$ cat src/pipe_pkg.sv
`default_nettype none

package pipe_pkg;

    typedef logic [2:0] reg_num_t;

    localparam int NUM_REGS = 2 ** $bits(reg_num_t);

    typedef struct packed {
        logic n;
        logic z;
        logic v;
    } flags_t;

    // Lane 1 carries the later instruction of a pair
    typedef logic lane_t;

    localparam lane_t LANE0 = 1'b0;
    localparam lane_t LANE1 = 1'b1;

endpackage

`default_nettype wire

$ cat src/isa_pkg.sv
`default_nettype none

package isa_pkg;

    typedef enum logic [3:0] {
        OP_NOP  = 4'h0,
        OP_ADD  = 4'h1,
        OP_SUB  = 4'h2,
        OP_AND  = 4'h3,
        OP_ORR  = 4'h4,
        OP_XOR  = 4'h5,
        OP_MOVI = 4'h6,
        OP_CMP  = 4'h7
    } opcode_t;

    typedef logic [15:0] instr_t;
    typedef logic [7:0]  imm_t;
    typedef logic [1:0]  src_mask_t;    // {rn, rm}

    typedef struct packed {
        opcode_t            op;
        pipe_pkg::reg_num_t rd;
        pipe_pkg::reg_num_t rn;
        pipe_pkg::reg_num_t rm;
        imm_t               imm;
        logic               wr_rd;
        logic               set_flags;
        src_mask_t          reads;
    } decoded_t;

    function automatic logic writes_rd(opcode_t op);
        return op inside {OP_ADD, OP_SUB, OP_AND, OP_ORR, OP_XOR, OP_MOVI};
    endfunction

    // CMP updates flags only
    function automatic logic sets_flags(opcode_t op);
        return op inside {OP_ADD, OP_SUB, OP_CMP};
    endfunction

    function automatic src_mask_t reads_regs(opcode_t op);
        return (op == OP_NOP || op == OP_MOVI) ? 2'b00 : 2'b11;
    endfunction

    function automatic decoded_t decode(instr_t instr);
        decoded_t d;
        d.op        = opcode_t'(instr[15:12]);
        d.rd        = instr[11:9];
        d.rn        = instr[8:6];
        d.rm        = instr[5:3];
        d.imm       = instr[7:0];   // Overlaps rn/rm, MOVI only
        d.wr_rd     = writes_rd(d.op);
        d.set_flags = sets_flags(d.op);
        d.reads     = reads_regs(d.op);
        return d;
    endfunction

endpackage

`default_nettype wire

$ cat src/wb_if.sv
`default_nettype none

interface wb_if
    import pipe_pkg::*;
#(
    parameter int DATA_W = 16
) ();

    logic              valid;       // Register write
    reg_num_t          num;
    logic [DATA_W-1:0] data;
    logic              set_flags;
    flags_t            flags;

    modport src (
        output valid, num, data, set_flags, flags
    );

    modport dst (
        input valid, num, data, set_flags, flags
    );

endinterface

`default_nettype wire

$ cat src/arch_state.sv
`default_nettype none

module arch_state
    import pipe_pkg::*;
#(
    parameter int DATA_W = 16
) (
    input  wire logic     clk,
    input  wire logic     rst,

    input  wire reg_num_t rd_num0,
    input  wire reg_num_t rd_num1,
    input  wire reg_num_t rd_num2,
    input  wire reg_num_t rd_num3,
    output logic [DATA_W-1:0] rd_data0,
    output logic [DATA_W-1:0] rd_data1,
    output logic [DATA_W-1:0] rd_data2,
    output logic [DATA_W-1:0] rd_data3,

    wb_if.dst             wb0,
    wb_if.dst             wb1,

    output flags_t        flags
);

    logic [DATA_W-1:0] regs [NUM_REGS];
    logic              flag_upd;
    lane_t             flag_lane;

    assign rd_data0 = regs[rd_num0];
    assign rd_data1 = regs[rd_num1];
    assign rd_data2 = regs[rd_num2];
    assign rd_data3 = regs[rd_num3];

    // --------------------
    // Two write ports, lane 1 last so it wins a collision
    always_ff @(posedge clk) begin
        if (wb0.valid) begin
            regs[wb0.num] <= wb0.data;
        end
        if (wb1.valid) begin
            regs[wb1.num] <= wb1.data;
        end
    end

    // --------------------
    // Flags from the most recent setter
    assign flag_upd  = wb0.set_flags || wb1.set_flags;
    assign flag_lane = wb1.set_flags ? LANE1 : LANE0;

    always_ff @(posedge clk) begin
        if (rst) begin
            flags <= '0;
        end else if (flag_upd) begin
            flags <= (flag_lane == LANE1) ? wb1.flags : wb0.flags;
        end
    end

endmodule

`default_nettype wire

$ cat src/dual_issue_core.sv
`default_nettype none

module dual_issue_core
    import isa_pkg::*;
    import pipe_pkg::*;
#(
    parameter int DATA_W = 16
) (
    input  wire logic         clk,
    input  wire logic         rst,

    input  wire logic         in_valid,
    output logic              in_ready,
    input  wire instr_t       in_instr0,
    input  wire instr_t       in_instr1,

    output logic              wb0_valid,
    output reg_num_t          wb0_num,
    output logic [DATA_W-1:0] wb0_data,
    output logic              wb1_valid,
    output reg_num_t          wb1_num,
    output logic [DATA_W-1:0] wb1_data,

    output flags_t            flags
);

    logic              issue0_valid;
    instr_t            issue0_instr;
    logic              issue1_valid;
    instr_t            issue1_instr;

    reg_num_t          rn_num0;
    reg_num_t          rm_num0;
    reg_num_t          rn_num1;
    reg_num_t          rm_num1;
    logic [DATA_W-1:0] rn_data0;
    logic [DATA_W-1:0] rm_data0;
    logic [DATA_W-1:0] rn_data1;
    logic [DATA_W-1:0] rm_data1;

    wb_if #(.DATA_W(DATA_W)) wb0 ();
    wb_if #(.DATA_W(DATA_W)) wb1 ();

    issue_ctrl issue_ctrl_i (
        .clk          (clk),
        .rst          (rst),
        .in_valid     (in_valid),
        .in_instr0    (in_instr0),
        .in_instr1    (in_instr1),
        .in_ready     (in_ready),
        .issue0_valid (issue0_valid),
        .issue0_instr (issue0_instr),
        .issue1_valid (issue1_valid),
        .issue1_instr (issue1_instr)
    );

    // --------------------
    // Lanes
    exec_lane #(.DATA_W(DATA_W), .LANE(LANE0)) lane0_i (
        .clk         (clk),
        .rst         (rst),
        .issue_valid (issue0_valid),
        .issue_instr (issue0_instr),
        .rn_data     (rn_data0),
        .rm_data     (rm_data0),
        .rn_num      (rn_num0),
        .rm_num      (rm_num0),
        .own         (wb0),
        .other       (wb1)
    );

    exec_lane #(.DATA_W(DATA_W), .LANE(LANE1)) lane1_i (
        .clk         (clk),
        .rst         (rst),
        .issue_valid (issue1_valid),
        .issue_instr (issue1_instr),
        .rn_data     (rn_data1),
        .rm_data     (rm_data1),
        .rn_num      (rn_num1),
        .rm_num      (rm_num1),
        .own         (wb1),
        .other       (wb0)
    );

    arch_state #(.DATA_W(DATA_W)) arch_state_i (
        .clk      (clk),
        .rst      (rst),
        .rd_num0  (rn_num0),
        .rd_num1  (rm_num0),
        .rd_num2  (rn_num1),
        .rd_num3  (rm_num1),
        .rd_data0 (rn_data0),
        .rd_data1 (rm_data0),
        .rd_data2 (rn_data1),
        .rd_data3 (rm_data1),
        .wb0      (wb0),
        .wb1      (wb1),
        .flags    (flags)
    );

    assign wb0_valid = wb0.valid;
    assign wb0_num   = wb0.num;
    assign wb0_data  = wb0.data;
    assign wb1_valid = wb1.valid;
    assign wb1_num   = wb1.num;
    assign wb1_data  = wb1.data;

endmodule

`default_nettype wire

$ cat src/exec_lane.sv
`default_nettype none

module exec_lane
    import isa_pkg::*;
    import pipe_pkg::*;
#(
    parameter int    DATA_W = 16,
    parameter lane_t LANE   = LANE0
) (
    input  wire logic              clk,
    input  wire logic              rst,

    input  wire logic              issue_valid,
    input  wire instr_t            issue_instr,

    input  wire logic [DATA_W-1:0] rn_data,
    input  wire logic [DATA_W-1:0] rm_data,
    output reg_num_t               rn_num,
    output reg_num_t               rm_num,

    wb_if.src                      own,
    wb_if.dst                      other
);

    localparam int MSB = DATA_W - 1;

    logic              iss_valid;
    decoded_t          iss_d;

    logic              hi_valid;
    reg_num_t          hi_num;
    logic [DATA_W-1:0] hi_data;
    logic              lo_valid;
    reg_num_t          lo_num;
    logic [DATA_W-1:0] lo_data;

    logic [DATA_W-1:0] op_a;
    logic [DATA_W-1:0] op_b;
    logic [DATA_W-1:0] sum;
    logic [DATA_W-1:0] diff;
    logic [DATA_W-1:0] result;
    logic              ovf;
    flags_t            alu_flags;

    // --------------------
    // Issue register
    always_ff @(posedge clk) begin
        if (rst) begin
            iss_valid <= 1'b0;
        end else begin
            iss_valid <= issue_valid;
        end
        iss_d <= decode(issue_instr);
    end

    assign rn_num = iss_d.rn;
    assign rm_num = iss_d.rm;

    // --------------------
    // Forwarding, lane 1 writeback is the younger one
    assign hi_valid = (LANE == LANE1) ? own.valid : other.valid;
    assign hi_num   = (LANE == LANE1) ? own.num   : other.num;
    assign hi_data  = (LANE == LANE1) ? own.data  : other.data;
    assign lo_valid = (LANE == LANE1) ? other.valid : own.valid;
    assign lo_num   = (LANE == LANE1) ? other.num   : own.num;
    assign lo_data  = (LANE == LANE1) ? other.data  : own.data;

    assign op_a = (hi_valid && hi_num == iss_d.rn) ? hi_data :
                  (lo_valid && lo_num == iss_d.rn) ? lo_data : rn_data;
    assign op_b = (hi_valid && hi_num == iss_d.rm) ? hi_data :
                  (lo_valid && lo_num == iss_d.rm) ? lo_data : rm_data;

    // --------------------
    // ALU
    assign sum  = op_a + op_b;
    assign diff = op_a - op_b;

    always_comb begin
        result = '0;
        ovf    = 1'b0;
        case (iss_d.op)
            OP_ADD: begin
                result = sum;
                ovf    = (op_a[MSB] == op_b[MSB]) && (sum[MSB] != op_a[MSB]);
            end
            OP_SUB, OP_CMP: begin
                result = diff;
                ovf    = (op_a[MSB] != op_b[MSB]) && (diff[MSB] != op_a[MSB]);
            end
            OP_AND:  result = op_a & op_b;
            OP_ORR:  result = op_a | op_b;
            OP_XOR:  result = op_a ^ op_b;
            OP_MOVI: result = DATA_W'(iss_d.imm);   // Zero-extended
            default: result = '0;
        endcase
    end

    assign alu_flags.n = result[MSB];
    assign alu_flags.z = (result == '0);
    assign alu_flags.v = ovf;

    // --------------------
    // Writeback register
    always_ff @(posedge clk) begin
        if (rst) begin
            own.valid     <= 1'b0;
            own.set_flags <= 1'b0;
        end else begin
            own.valid     <= iss_valid && iss_d.wr_rd;
            own.set_flags <= iss_valid && iss_d.set_flags;
        end
        own.num   <= iss_d.rd;
        own.data  <= result;
        own.flags <= alu_flags;
    end

endmodule

`default_nettype wire

$ cat src/issue_ctrl.sv
`default_nettype none

module issue_ctrl
    import isa_pkg::*;
(
    input  wire logic   clk,
    input  wire logic   rst,

    input  wire logic   in_valid,
    input  wire instr_t in_instr0,
    input  wire instr_t in_instr1,
    output logic        in_ready,

    output logic        issue0_valid,
    output instr_t      issue0_instr,
    output logic        issue1_valid,
    output instr_t      issue1_instr
);

    decoded_t d0;
    decoded_t d1;
    logic     accept;
    logic     dep;
    logic     pending;
    instr_t   pend_instr;

    assign d0 = decode(in_instr0);
    assign d1 = decode(in_instr1);

    // instr1 needs instr0's result
    assign dep = d0.wr_rd &&
                 ((d1.reads[1] && d1.rn == d0.rd) || (d1.reads[0] && d1.rm == d0.rd));

    assign in_ready = !pending;
    assign accept   = in_valid && in_ready;

    // --------------------
    // Lane drive
    assign issue0_valid = accept && d0.op != OP_NOP;
    assign issue0_instr = in_instr0;

    assign issue1_valid = pending ? 1'b1 : (accept && !dep && d1.op != OP_NOP);
    assign issue1_instr = pending ? pend_instr : in_instr1;

    // --------------------
    // Split pair, second half next cycle
    always_ff @(posedge clk) begin
        if (rst) begin
            pending <= 1'b0;
        end else if (pending) begin
            pending <= 1'b0;
        end else if (accept && dep) begin
            pending <= 1'b1;
        end
    end

    always_ff @(posedge clk) begin
        if (accept && dep) begin
            pend_instr <= in_instr1;
        end
    end

endmodule

`default_nettype wire

$ cat config.mk
export PLATFORM = sky130hd
export DESIGN_NAME = dual_issue_core
export DESIGN_NICKNAME = d
export VERILOG_FILES = /design/src/pipe_pkg.sv /design/src/isa_pkg.sv /design/src/wb_if.sv /design/src/arch_state.sv /design/src/dual_issue_core.sv /design/src/exec_lane.sv /design/src/issue_ctrl.sv
export SDC_FILE = /design/constraint.sdc
export NUM_CORES = 1
export LEC_CHECK = 0
export CAP_MARGIN = 10
export CELL_PAD_IN_SITES_DETAIL_PLACEMENT = 1
export CELL_PAD_IN_SITES_GLOBAL_PLACEMENT = 1
export CORE_MARGIN = 1.5
export CORE_UTILIZATION = 45
export CTS_CLUSTER_SIZE = 24
export DETAILED_ROUTE_END_ITERATION = 8
export DONT_BUFFER_PORTS = 1
export PLACE_DENSITY = 0.78
export SLEW_MARGIN = 10
export SYNTH_ARGS = -nofsm -noshare
export SYNTH_HDL_FRONTEND = slang
export SYNTH_SLANG_ARGS = --single-unit
$ cat constraint.sdc
create_clock -name clk -period 6.1 [get_ports clk]
set_clock_uncertainty 0.2 [all_clocks]
set_input_delay 0.61 -clock clk [delete_from_list [all_inputs] [get_ports clk]]
set_output_delay 0.61 -clock clk [all_outputs]
set_load 0.03 [all_outputs]
# After elaboration in Yosys (flattened, before gate mapping)
# Memory sizes are Yosys's and may differ from the RTL's. A register that Yosys moved wholly into a read port is not among the register bits.
# Index checks and enable logic that the tools add are counted.
classes:
  bitwise_logic: 6
  addsub: 4
  n_eq_ne: 47
  muxes: 22
  n_reduce_logical: 41
ops:
  columns: ["cell", "count"]
  rows:
  - ["16-bit case mux with 6 select lines", 2]
  - ["16-bit 2-to-1 mux", 9]
  - ["4-bit by 3-bit == test with 1-bit output, second input constant", 17]
  - ["16-bit adder", 2]
  - ["16-bit AND", 2]
  - ["4-bit by 2-bit == test with 1-bit output, second input constant", 8]
  - ["16-bit logical NOT", 2]
  - ["16-bit bitwise OR", 2]
  - ["16-bit subtractor", 2]
  - ["16-bit bitwise XOR", 2]
  - ["3-bit == test", 10]
  - ["1-bit logical AND", 24]
  - ["4-bit by 1-bit == test with 1-bit output, second input constant", 4]
  - ["6-bit nonzero test", 2]
  - ["4-bit nonzero test", 2]
  - ["1-bit 2-to-1 mux", 7]
  - ["1-bit != test", 6]
  - ["3-bit nonzero test", 2]
  - ["2-bit OR reduction", 3]
  - ["4-bit logical NOT", 1]
  - ["1-bit case mux with 2 select lines", 2]
  - ["1-bit logical OR", 3]
  - ["3-bit 2-to-1 mux", 1]
  - ["1-bit == test", 2]
  - ["2 further kinds", 3]
word_totals:
  ff_bits: 116
  inputBits: 35
  word_cells: 156
  out_inout_bits: 44
  ramBits: 128
  memories: 1
mem_list:
  columns: ["memory", "depth", "word_bits", "rd", "rd_clocked_by_memory_dff", "write_ports", "line_no", "rtl"]
  rows:
  - ["arch_state_i.regs", 8, 16, 4, 4, 2, "arch_state.sv:26", "logic [DATA_W-1:0] regs [NUM_REGS];"]

# Depth between registers and ports, before layout
logic_depth:
  word_depth: 10
  ltp_mapped: 23
  mapped_depth_nobuf: 20

# Hierarchy
# From an unflattened synthesis, not the netlist that was laid out.
hier_totals:
  cells_unflattened: 1797
  area_unflattened_um2: 20183.1
by_module_without_submodules:
  columns: ["mod", "area_each_um2", "cells_per_inst", "instances", "seq_area_each_um2"]
  rows:
  - ["arch_state", 10079.7, 535, 1, 3903.7]
  - ["exec_lane", 4571.9, 594, 2, 840.8]
  - ["issue_ctrl", 959.7, 74, 1, 500.5]

# Worst setup path before layout
# OpenSTA, ideal clock, no wires.
synth_timing:
  kind: "register to register"
  start: "register lane0_i.iss_d[7] in the netlist's numbering"
  end: "register, netlist name lane0_i.own.flags[1]"
  required_ns: 5.827
  setup_time_ns: 0.073
  period_less_slack_ns: 5.802
  stages_incl_launch_ff: 21
  path_buffers: 3
  arrival_ns: 5.529
  slack_ns: 0.298
  path_cell_list: "dfxtp_1 buf_1 clkbuf_1 mux4_2 mux2i_1 nor2_1 a21oi_1 o21ai_0 ha_1 clkbuf_1 nor2b_1 a221oi_1 nand2_1 a311o_1 or4b_4 a2111oi_0 a211o_1 a211o_1 or3_1 or4_1 nor3_2"
synth_lines:
  columns: ["item", "line_no", "rtl"]
  rows:
  - ["from (decl)", "exec_lane.sv:28", "decoded_t iss_d;"]
  - ["from (signal assigned)", "exec_lane.sv:53", "iss_d <= decode(issue_instr);"]

==> metrics <==
status completed; Tot GR Track Use 33.4%; Mapped Nets 1895; max cap viols 0; RSZ-0062 raised after global routing no; Fin. Hold Viols 0; global-route wire length before repair 105000 um; drt drc 0; DRT Wirelength 70200 um; detailed router's first-iteration violation count 1459; Most used DFF post-synth edfxtp_1; Critical Path RT 6.42 ns; hold worst-path end lane0_i.iss_d[2]; Compound-Gate Fraction of Synth Area 13.7%; Post-Syn Area 18400 um^2; setup TNS 0 ns; P&R area growth vs syn 11.3%; CP max-delay cell dfxtp_1; Power Total 0.00536 W; Seq/Total Area, Yosys 33.1%; ratio of cells with drive above 1 in the final layout 24.8%; TritonRoute pass-1 iters 5; Leakage 7.87 nW; Row Count 73; Inserted Clock Buffers 29; final setup fails 0; commonest non-fill, non-tap cell in the layout nand2_1; Ys Warns 0; GRT overflow 0; largest family of logic cells by synthesized area multiplexers; max incr delay on CP 0.74 ns; worst min path class in2reg; number of H-tree levels 1; commonest cells after routing, fill and taps aside 155 x nand2_1, 151 x mux2_2, 144 x edfxtp_1, 136 x o21ai_0, 128 x mux4_2; EDFF count, synth 144; cells along the critical path xnor2_1 -> and4_1 -> buf_4 -> o21ai_0 -> ha_1 -> buf_4 -> a221oi_1 -> nand2_1 -> a311o_1 -> or4b_4 -> a2111oi_0 -> a211o_1 -> a211o_1 -> or3_1 -> or4_1 -> nor3_2; fraction of registers with async set or reset after synthesis 0%; Synth Area in Adders 6.41%; Startpoint Class flip-flop; syn avg cell area 10.4 um^2; starting density of the core 46.0%; IO Pins 79; slew margin rel. 5.46%; Slew Viols, Final 0; library cells used by synthesis 80; Reg2Reg Depth 16; r2r setup slk 0.32 ns; clk sinks 232; Util after Layout 51.2%; Final Cell Area 20500 um^2; worst-case clock buffer depth 3; Inserted Diodes 0; Crit Path Class reg2reg; nets@finish 1898; post-synthesis mux area share 28.8%; Critical path origin lane1_i.own.num[0]; synth top area cells edfxtp_1 24%, mux4_2 16%, dfxtp_1 9.6%; CORE AREA 40000 um^2; number of global-route vias before repair 16700; setup repair bufs after CTS 0; crit-path max FO 28; simple-gate portion of the synthesized area 10.6%; crit path DAT 6.11 ns; Tcrit/Tclk final 94.8%; Final min period 5.78 ns; Post-DRT Antenna Nets 0; vias per cell 6.78; routed vias 15700; CTS tree built; hold path depth 2; Critical R2R Launch lane1_i.own.num[0]; port bufs 0; Synth Area in XOR/XNOR 2.09%; Bufs and invs on worst path 2; root buffer cell clkbuf_16; Die Ht 205 um; area share of the largest cell type after synthesis 23.5%; Worst-Margin Slew 1.41 ns; Placed Area 19200 um^2; DPL Wire Length 49700 um; Clock Latency Late Sink 0.61 ns; GP Congestion 0.919; Peak Freq 173 MHz; peak supply drop 220 uV; Worst Setup End Kind flip-flop; post-DR wirelength/cell 30.3 um; cell count after synthesis 1767; Hold Path Origin in_instr0[12]; pwr dens 262 nW/um^2; r2r endpoint lane0_i.own.flags[1]; Die Wd 205 um; Reg clk slew, reported paths 0.06 ns; pin count of the biggest net entering global routing 35; post-synth top area cell edfxtp_1; initial antenna violation count 0; full die area 42100 um^2; Synth Register Bits 232; CP delay by family, top simple AND/OR/NAND/NOR gates
[routing by layer]
layer / track usage, % / wire, um / part of all wire (%)
met1: 40.6 / 26200 / 37
met2: 54.5 / 32700 / 47
met3: 7.67 / 6840 / 9.7
met4: 19.3 / 4370 / 6.2
met5: 0 / 0 / 0
[worst max-delay path by stage]
stage	slack (ns)	to	cells past startpoint
2_1_floorplan	0.30	lane0_i.own.flags[1]	20
3_3_place_gp	0.47	lane0_i.own.flags[1]	19
3_5_place_dp	0.32	lane0_i.own.flags[1]	18
4_1_cts	0.26	lane0_i.own.flags[1]	19
5_1_grt	0.05	lane0_i.own.flags[1]	19
6_report	0.32	lane0_i.own.flags[1]	16
[through the flow]
stage	std cells	hold slack, ns	worst slack, ns
floorplan	1767	0.110	0.298
global placement	2230	0.110	0.472
detailed placement	2230	0.113	0.319
CTS	2317	0.000513	0.264
global route	2317	0.00821	0.0505
finish	2317	0.00475	0.315
[worst register-to-register path: cells and delay by family (launching register included)]
family	cells	cell delay (ns)
simple gates	6	1.89
compound gates	6	1.77
flops	1	0.74
buf+inv	2	0.55
fa+ha+maj	1	0.31
xor+xnor	1	0.24
[sequential cells by signal (all words and copies together), names as in the netlist, 15 cells and up]
name and cells:
arch_state_i.regs 128, issue_ctrl_i.pend_instr 16, lane0_i.own.data 16, lane1_i.iss_d 16
lane1_i.own.data 16, lane0_i.iss_d 15
[area by class of cell]
| type | instances | area (um^2) |
|---|---|---|
| flip-flops and latches | 232 | 6100 |
| clock buffers | 39 | 816 |
| inverters | 95 | 357 |
| repair buffers | 117 | 988 |
| clock inverters | 14 | 110 |
| well taps | 525 | 657 |
| fillers | 4271 | 19500 |
| multi-input cells | 1295 | 11500 |
[synthesized netlist by cell type (8+ instances only)]
master / n
dfxtp_1: 88
o21bai_1: 15
clkbuf_1: 109
a22oi_1: 8
nor2b_1: 8
buf_1: 20
o21ai_0: 141
nand2_1: 155
o21a_1: 20
nand4_1: 10
o22ai_1: 9
mux4_2: 128
a221oi_1: 17
xor2_1: 10
inv_1: 95
a21oi_1: 83
edfxtp_1: 144
a21o_1: 12
nand2b_1: 22
ha_1: 91
and3_1: 10
or3_1: 8
mux2i_1: 70
xnor2_1: 32
a211o_1: 8
nand3_1: 13
mux2_2: 151
o221ai_1: 8
nor3b_1: 9
o211ai_1: 12
nor2_1: 104
nor3_1: 34
[kinds of logic after synthesis]
family	count (synthesis)
AND/OR/NAND/NOR	411
flip-flops	232
multiplexers	350
XOR/XNOR	43
AO/OA/AOI/OAI	398
adder cells (fa/ha/maj)	93
buffers and inverters	240
[timing repair]
item	CTS	global route
gates resized for setup	0	4
endpoints found under the setup margin	0	1
hold endpoints to repair	52	0
hold buffers	34	0
[report_power, final]
| group | internal [W] | total (W) | switching, W | leakage [nW] |
|---|---|---|---|---|
| logic | 0.000643 | 0.00155 | 0.000903 | 5.37 |
| clock network | 0.000980 | 0.00172 | 0.000741 | 0.456 |
| registers | 0.00179 | 0.00209 | 0.000302 | 2.05 |
No activity file was read; power rests on OpenSTA's default activity.
